==> config.mk <==
export PLATFORM = sky130hd
export DESIGN_NAME = rv_core_top
export DESIGN_NICKNAME = d
export VERILOG_FILES = /design/src/design/rv_pkg.sv /design/src/design/rv_core_top.sv /design/src/design/rv_execute.sv /design/src/design/rv_fetch.sv /design/src/design/rv_irq_copy.sv
export SDC_FILE = /design/constraint.sdc
export NUM_CORES = 2
export LEC_CHECK = 0
export ABC_AREA = 0
export ABC_CLOCK_PERIOD_IN_PS = 6000
export CORE_MARGIN = 10
export CORE_UTILIZATION = 45
export CTS_BUF_LIST = sky130_fd_sc_hd__clkbuf_8
export DETAILED_ROUTE_END_ITERATION = 10
export DONT_BUFFER_PORTS = 1
export SYNTH_ARGS = -nofsm -noshare
export SYNTH_HDL_FRONTEND = slang
export SYNTH_SLANG_ARGS = --single-unit
==> constraint.sdc <==
create_clock -name clk -period 6 [get_ports clk]
set_input_delay 1.5 -clock clk [delete_from_list [all_inputs] [get_ports clk]]
set_output_delay 1.5 -clock clk [all_outputs]
set_load 0.005 [all_outputs]
==> src/design/rv_pkg.sv <==
package rv_pkg;

    // datapath and bus widths
    localparam int xlen = 64;
    localparam int addr_width = 32;

    // major opcodes, bits 6:0 of the instruction
    localparam logic [6:0] op_lui = 7'b0110111;
    localparam logic [6:0] op_addi = 7'b0010011;

    // addi is op-imm with funct3 zero
    localparam logic [2:0] f3_addi = 3'b000;

    // memory mapped peripherals
    localparam logic [31:0] uart_addr = 32'h8000_0000;
    localparam logic [31:0] key_addr = 32'h8000_0010;

    // axi response code for a good transfer
    localparam logic [1:0] resp_okay = 2'b00;

    // start address after reset and after the interrupt redirect
    localparam logic [31:0] reset_pc = 32'h0000_0000;

    // u-type layout, lui
    typedef struct packed {
        logic [19:0] imm20;
        logic [4:0]  rd;
        logic [6:0]  opcode;
    } rv_utype_s;

    // i-type layout, addi
    typedef struct packed {
        logic [11:0] imm12;
        logic [4:0]  rs1;
        logic [2:0]  funct3;
        logic [4:0]  rd;
        logic [6:0]  opcode;
    } rv_itype_s;

    // one instruction word, two decodings
    // opcode and rd sit at the same bits in both views
    typedef union packed {
        rv_utype_s utype;
        rv_itype_s itype;
    } rv_instr_u;

endpackage

==> src/design/rv_core_top.sv <==
`timescale 1ns/1ns

module rv_core_top #(
    parameter int data_width = rv_pkg::xlen,
    parameter int num_regs = 32
) (
    input  logic                            clk,
    input  logic                            reset,

    // instruction side
    input  logic [31:0]                     instruction,
    output logic [31:0]                     pc,
    output logic                            heartbeat,

    // keyboard interrupt
    input  logic                            key_irq,
    output logic                            irq_done,

    // register file debug read
    input  logic [4:0]                      dbg_addr,
    output logic [data_width-1:0]           dbg_data,

    // axi4-lite write
    output logic [rv_pkg::addr_width-1:0]   awaddr,
    output logic                            awvalid,
    input  logic                            awready,
    output logic [data_width-1:0]           wdata,
    output logic [data_width/8-1:0]         wstrb,
    output logic                            wvalid,
    input  logic                            wready,
    input  logic [1:0]                      bresp,
    input  logic                            bvalid,
    output logic                            bready,

    // axi4-lite read
    output logic [rv_pkg::addr_width-1:0]   araddr,
    output logic                            arvalid,
    input  logic                            arready,
    input  logic [data_width-1:0]           rdata,
    input  logic [1:0]                      rresp,
    input  logic                            rvalid,
    output logic                            rready
);

    // copier to fetch
    logic              redirect;

    // fetch to execute
    rv_pkg::rv_instr_u ir;
    logic              ir_valid;

    // pc, ir and squash
    rv_fetch rv_fetch_i (
        .clk         (clk),
        .reset       (reset),
        .instruction (instruction),
        .redirect    (redirect),
        .pc          (pc),
        .ir          (ir),
        .ir_valid    (ir_valid),
        .heartbeat   (heartbeat)
    );

    // lui, addi and register file
    rv_execute #(
        .data_width (data_width),
        .num_regs   (num_regs)
    ) rv_execute_i (
        .clk      (clk),
        .reset    (reset),
        .ir       (ir),
        .ir_valid (ir_valid),
        .dbg_addr (dbg_addr),
        .dbg_data (dbg_data)
    );

    // key to uart copy over axi
    rv_irq_copy #(
        .data_width (data_width)
    ) rv_irq_copy_i (
        .clk      (clk),
        .reset    (reset),
        .key_irq  (key_irq),
        .awaddr   (awaddr),
        .awvalid  (awvalid),
        .awready  (awready),
        .wdata    (wdata),
        .wstrb    (wstrb),
        .wvalid   (wvalid),
        .wready   (wready),
        .bresp    (bresp),
        .bvalid   (bvalid),
        .bready   (bready),
        .araddr   (araddr),
        .arvalid  (arvalid),
        .arready  (arready),
        .rdata    (rdata),
        .rresp    (rresp),
        .rvalid   (rvalid),
        .rready   (rready),
        .irq_done (irq_done),
        .redirect (redirect)
    );

endmodule

==> src/design/rv_execute.sv <==
`timescale 1ns/1ns

module rv_execute #(
    parameter int data_width = rv_pkg::xlen,
    parameter int num_regs = 32
) (
    input  logic                  clk,
    input  logic                  reset,
    input  rv_pkg::rv_instr_u     ir,
    input  logic                  ir_valid,
    // debug read port, combinational
    input  logic [4:0]            dbg_addr,
    output logic [data_width-1:0] dbg_data
);

    // integer register file
    logic [data_width-1:0] regs [num_regs];

    // decode
    logic is_lui;
    logic is_addi;

    // immediates, sign extended to the register width
    logic [data_width-1:0] imm_u;
    logic [data_width-1:0] imm_i;

    // source operand for addi
    logic [data_width-1:0] rs1_val;

    // writeback
    logic                  wr_en;
    logic [4:0]            wr_rd;
    logic [data_width-1:0] wr_data;

    // opcode match, lui through the u view and addi through the i view
    always_comb begin
        is_lui  = (ir.utype.opcode == rv_pkg::op_lui);
        is_addi = (ir.itype.opcode == rv_pkg::op_addi) &&
                  (ir.itype.funct3 == rv_pkg::f3_addi);
    end

    // lui: imm20 into bits 31:12, upper bits copy bit 31
    assign imm_u = {{(data_width - 32){ir.utype.imm20[19]}}, ir.utype.imm20, 12'b0};

    // addi: 12 bit immediate sign extended
    assign imm_i = {{(data_width - 12){ir.itype.imm12[11]}}, ir.itype.imm12};

    // rs1 read, x0 is hard zero
    always_comb begin
        if (ir.itype.rs1 == 5'd0) begin
            rs1_val = '0;
        end else begin
            rs1_val = regs[ir.itype.rs1];
        end
    end

    // result and destination
    // rd sits at the same bits in both views
    always_comb begin
        wr_rd = ir.utype.rd;
        if (is_lui) begin
            wr_data = imm_u;
        end else begin
            wr_data = rs1_val + imm_i;
        end
        // bubbles, unknown opcodes and x0 writes drop out here
        wr_en = ir_valid && (is_lui || is_addi) && (wr_rd != 5'd0);
    end

    // register file write, result lands one edge after ir
    always_ff @(posedge clk or negedge reset) begin
        if (!reset) begin
            for (int i = 0; i < num_regs; i++) begin
                regs[i] <= '0;
            end
        end else if (wr_en) begin
            regs[wr_rd] <= wr_data;
        end
    end

    // debug port
    always_comb begin
        if (dbg_addr == 5'd0) begin
            dbg_data = '0;
        end else begin
            dbg_data = regs[dbg_addr];
        end
    end

endmodule

==> src/design/rv_fetch.sv <==
`timescale 1ns/1ns

module rv_fetch (
    input  logic              clk,
    input  logic              reset,
    // instruction word for the current pc
    input  logic [31:0]       instruction,
    // one cycle pulse from the interrupt copier
    input  logic              redirect,
    output logic [31:0]       pc,
    output rv_pkg::rv_instr_u ir,
    output logic              ir_valid,
    output logic              heartbeat
);

    // squash request for the ir load on the edge after redirect
    logic squash;

    // the word fetched while redirect is high is on the old path
    assign squash = redirect;

    // pc, valid flag and heartbeat
    always_ff @(posedge clk or negedge reset) begin
        if (!reset) begin
            pc        <= rv_pkg::reset_pc;
            ir_valid  <= 1'b0;
            heartbeat <= 1'b0;
        end else begin
            // toggles every cycle
            heartbeat <= ~heartbeat;

            // squashed slot reaches execute as a bubble
            ir_valid <= ~squash;

            // restart at the vector, else next word
            if (redirect) begin
                pc <= rv_pkg::reset_pc;
            end else begin
                pc <= pc + 32'd4;
            end
        end
    end

    // instruction register
    // loaded every edge, ir_valid tells execute whether to use it
    always_ff @(posedge clk) begin
        ir <= instruction;
    end

endmodule

==> src/design/rv_irq_copy.sv <==
`timescale 1ns/1ns

module rv_irq_copy #(
    parameter int data_width = rv_pkg::xlen
) (
    input  logic                            clk,
    input  logic                            reset,
    // level request, held until irq_done
    input  logic                            key_irq,

    // write address channel
    output logic [rv_pkg::addr_width-1:0]   awaddr,
    output logic                            awvalid,
    input  logic                            awready,

    // write data channel
    output logic [data_width-1:0]           wdata,
    output logic [data_width/8-1:0]         wstrb,
    output logic                            wvalid,
    input  logic                            wready,

    // write response, any code ends the write
    input  logic [1:0]                      bresp,
    input  logic                            bvalid,
    output logic                            bready,

    // read address channel
    output logic [rv_pkg::addr_width-1:0]   araddr,
    output logic                            arvalid,
    input  logic                            arready,

    // read data, any code still forwards rdata
    input  logic [data_width-1:0]           rdata,
    input  logic [1:0]                      rresp,
    input  logic                            rvalid,
    output logic                            rready,

    // completion and pc restart, same cycle
    output logic                            irq_done,
    output logic                            redirect
);

    // fsm encoding
    localparam logic [2:0] st_idle     = 3'd0;
    localparam logic [2:0] st_rd_addr  = 3'd1;
    localparam logic [2:0] st_rd_data  = 3'd2;
    localparam logic [2:0] st_wr       = 3'd3;
    localparam logic [2:0] st_wr_resp  = 3'd4;
    localparam logic [2:0] st_done     = 3'd5;
    localparam logic [2:0] st_wait_rel = 3'd6;

    logic [2:0] state;

    // aw and w still waiting for their own handshake
    logic aw_pend;
    logic w_pend;

    // channel finished by now or on this edge
    logic aw_ok;
    logic w_ok;

    // fixed addresses and full strobe, stable for the whole transfer
    assign araddr = rv_pkg::key_addr;
    assign awaddr = rv_pkg::uart_addr;
    assign wstrb  = {(data_width/8){1'b1}};

    // valids and readies decoded from state, never from ready
    assign arvalid = (state == st_rd_addr);
    assign rready  = (state == st_rd_data);
    assign awvalid = (state == st_wr) && aw_pend;
    assign wvalid  = (state == st_wr) && w_pend;
    assign bready  = (state == st_wr_resp);

    // one cycle pulse
    assign irq_done = (state == st_done);
    assign redirect = (state == st_done);

    assign aw_ok = !aw_pend || awready;
    assign w_ok  = !w_pend || wready;

    // control
    always_ff @(posedge clk or negedge reset) begin
        if (!reset) begin
            state   <= st_idle;
            aw_pend <= 1'b0;
            w_pend  <= 1'b0;
        end else begin
            case (state)
                st_idle: begin
                    if (key_irq) begin
                        state <= st_rd_addr;
                    end
                end
                st_rd_addr: begin
                    if (arready) begin
                        state <= st_rd_data;
                    end
                end
                st_rd_data: begin
                    // aw and w raised together
                    if (rvalid) begin
                        state   <= st_wr;
                        aw_pend <= 1'b1;
                        w_pend  <= 1'b1;
                    end
                end
                st_wr: begin
                    // each channel drops on its own handshake
                    if (awready) begin
                        aw_pend <= 1'b0;
                    end
                    if (wready) begin
                        w_pend <= 1'b0;
                    end
                    if (aw_ok && w_ok) begin
                        state <= st_wr_resp;
                    end
                end
                st_wr_resp: begin
                    if (bvalid) begin
                        state <= st_done;
                    end
                end
                st_done: begin
                    state <= st_wait_rel;
                end
                st_wait_rel: begin
                    // no restart until the request is released
                    if (!key_irq) begin
                        state <= st_idle;
                    end
                end
                default: begin
                    state <= st_idle;
                end
            endcase
        end
    end

    // key value captured on the r handshake
    always_ff @(posedge clk) begin
        if (rvalid && rready) begin
            wdata <= rdata;
        end
    end

endmodule

==> summary.txt <==
Final layout
  – Final instance area: 126,800 um^2
  – Layout cells sized above 1: 22.77%
  – Final core utilization: 50.39%
  – Commonest cells after routing, fill and taps aside: dfrtp_1 (2,085), nand2_1 (1,519), o21ai_0 (1,318)
  – P&R area growth vs syn: 11.35%
  – Fillcell total: 22.00k
  – Finished Layout Cells: 13.52k
  – Net count, final: 10.05k
  – Most common cell after layout, fill and taps aside: dfrtp_1

Worst setup path
  – Reg2Reg Setup Slack: 160 ps
  – Crit start category: primary input
  – CP Capture Type: primary output
  – CP arrival: 7630 ps
  – R2R Path End: rv_execute_i.regs[439]$_DFFE_PN0P_
  – Crit-path max FO: 616
  – Critical path type: in -> out
  – Launching point of the worst reg2reg path: rv_fetch_i.ir[15]$_DFF_P_
  – Critical path required time: 4500 ps
  – R2R cell count: 20

Yosys
  – Share of the synthesized area in the top cell type: 45.81%
  – Avg Inst Size Synth: 11.22 um^2
  – Cell taking the most area after synthesis: dfrtp_1
  – #FFs+latches synth: 2,181
  – Async S/R FF share, synth: 95.60%
  – Post-synth EDFFs: 64
  – Ys Warns: 0
  – Sequential cell area fraction in the yosys report: 48.06%
  – Mapped Area: 113,900 um^2
  – Number of library cell types mapped by synthesis: 78
  – Mapped Cells: 10.15k
  – Post-synth top flop: dfrtp_1
  – Top cells by area, synth: dfrtp_1 (46%), mux4_2 (21%), o21ai_0 (5.8%)

Clocking
  – Clock Tree Buf Depth: 4
  – H-Tree Depth: 5
  – Cts bufs inserted: 385
  – Reg clk slew, reported paths: 60 ps
  – CTS tree: done
  – Clk sinks: 2,181
  – Clock root buffer master: clkbuf_8
  – Clk_lat worst skew: 1150 ps

Run
  – Total of max-cap violations: 0

Die
  – Die Area: 273,600 um^2
  – Initial Utilization: 45.26%
  – Row count: 184
  – Height of the die: 523.1 um
  – Io pins: 352
  – Core ar.: 251,600 um^2
  – Die W: 523.1 um

Placed design
  – Placed Cells: 12.84k
  – Port Buf Inserts: 0
  – Dpl hpwl: 225,200 um
  – Dpl cell area: 119,000 um^2
  – Pre-CTS setup slack: 88.83 ps
  – RePlAce Congestion: 0.9183

Routing
  – Vias per inst: 6.302
  – Post-route ant nets: 0
  – Drt pass-1 iters: 6
  – Routed via count: 85.19k
  – Routed WL: 385,800 um
  – Remaining DRCs: 0
  – Initial DRC count: 9,637
  – Routed WL per cell: 28.54 um

Run status
  – Status: finished, violations left
  – Failing checks: max-slew violations, negative setup slack

Timing
  – Slew Viols, Final: 625
  – Rel. slew slack: -276.8%
  – Worst clock skew: 132.7 ps
  – Hold Vio Cnt, Final: 0
  – Setup violators final: 64
  – Max Clk Rate: 109.5 MHz
  – Period utilization: 152.2%
  – Unrepaired setup endpoints after global routing: false
  – Minimum clock period: 9133 ps
  – Pin slew with the least headroom to its limit: 5652 ps
  – Final worst slack: -3133 ps

Global routing
  – Largest net degree at the start of global routing: 617
  – First-pass GRT wire length: 571,300 um
  – Initial antenna violation count: 10
  – Vias in the first global route: 85.77k
  – Total global-route track usage: 27.77%
  – Total gr overflow: 0

Power and ir drop
  – Pwr Density: 250.0 nW/um^2
  – Peak VDD IR: 0.0001898 V
  – Leak: 55.64 nW

Min path
  – Min-Delay Path Class: in -> async
routing by layer:
layer  vias up  global-route usage (%)  wire length [um]
met5         -                       0                 6
met4         2                   13.72             21150
met3      1006                   5.437             33480
met2      4149                   44.27            181200
met1     43691                   36.53            150000
li1      36341                       -                 -
through the flow:
| step | total power [mW] | hold WS, ps | TNS (ps) |
|---|---|---|---|
| finish | 31.71 | 152.0 | -151570 |
| global placement | 17.85 | 376.6 | 0 |
| global route | 32.75 | 106.6 | 0 |
| floorplan | 17.05 | 417.4 | 0 |
| detailed placement | 17.91 | 385.3 | 0 |
| CTS | 31.86 | 53.55 | 0 |
flip-flops by register name, summed over array words and instances, names as in the netlist:
register and count:
rv_fetch_i.pc 30, rv_irq_copy_i.aw_pend 1, rv_fetch_i.ir_valid 1, rv_irq_copy_i.state 3, rv_irq_copy_i.wdata 64, rv_execute_i.regs 2048, rv_fetch_i.heartbeat 1, rv_fetch_i.ir 32
rv_irq_copy_i.w_pend 1
power by group:
group          switching, mW  leakage, nW  internal (mW)
clock                   6.37         4.47           7.65
combinational           1.41         21.3          0.957
sequential             0.257         29.9           15.1
total                   8.04         55.6           23.7
logic make-up (layout without fill, tap and decap cells):
kind of cell / count (synthesis) / after routing / share of synthesized area (%)
AOI/OAI and AO/OA: 2618 / 2618 / 12.67
and+or+nand+nor: 2544 / 2544 / 8.785
xor gates and xnor gates: 69 / 69 / 0.5306
DFF: 2181 / 2181 / 48.06
other: 2 / 81 / 0.006594
muxes: 1478 / 1478 / 24.92
adders and majority gates: 65 / 65 / 0.7207
buffers and inverters: 1191 / 1134 / 4.297
worst max path at each step:
| stage | startpoint | to | slack, ps | depth (start not counted) |
|---|---|---|---|---|
| floorplan | rv_fetch_i.ir[15]$_DFF_P_ | rv_execute_i.regs[61]$_DFFE_PN0P_ | 690 | 21 |
| global placement | dbg_addr[1] | dbg_data[29] | 180 | 8 |
| detailed placement | reset | rv_execute_i.regs[1358]$_DFFE_PN0P_ | 90 | 5 |
| CTS | rv_fetch_i.ir[15]$_DFF_P_ | rv_execute_i.regs[691]$_DFFE_PN0P_ | 100 | 21 |
| global route | rv_fetch_i.ir[15]$_DFF_P_ | rv_execute_i.regs[439]$_DFFE_PN0P_ | 0.5 | 21 |
| finish | dbg_addr[0] | dbg_data[13] | -3130 | 5 |
Yosys cell counts, types with 20 or more instances:
library cell     n
o21ai_1         55
o22a_1          62
xor2_1          27
xnor2_1         42
o22ai_1         66
nor2_1         794
a22o_1          20
buf_4           74
mux2_1          24
a31oi_1         43
dfrtp_1       2085
o221ai_1        63
a21o_1          32
a221oi_1        44
mux2_2         104
edfxtp_1        64
nor3_1          53
buf_1           72
ha_1            64
a21oi_1        785
o21ai_0       1330
nand2_1       1551
mux4_2        1073
mux2i_1        276
nand4_1         29
dfxtp_1         32
a211o_1         32
clkbuf_1       914
inv_1           30
nand3_1         26
a211oi_1        22
buf_2           97
critical path, cell delays in order:
cell,delay (ps)
mux4_2,2450
mux4_2,530
o22ai_1,220
buf_4,180
nor2_1,120
layout make-up:
class	count	area, um^2	area share [%]
multi-input cells	6848	55230	43.55
flip-flops and latches	2181	54760	43.18
clock buffers	493	6785	5.351
repair buffers	429	4717	3.720
well taps	3348	4189	3.303
clock inverters	182	1001	0.7894
inverters	30	112.6	0.08880
diodes	7	17.52	0.01381
what timing repair did:
item	4_1_cts	5_1_grt
setup endpoints to repair	0	151
hold buffers	0	0
gates resized for setup	0	4
buffers inserted	0	0
Power figures use the tool's default switching activity.
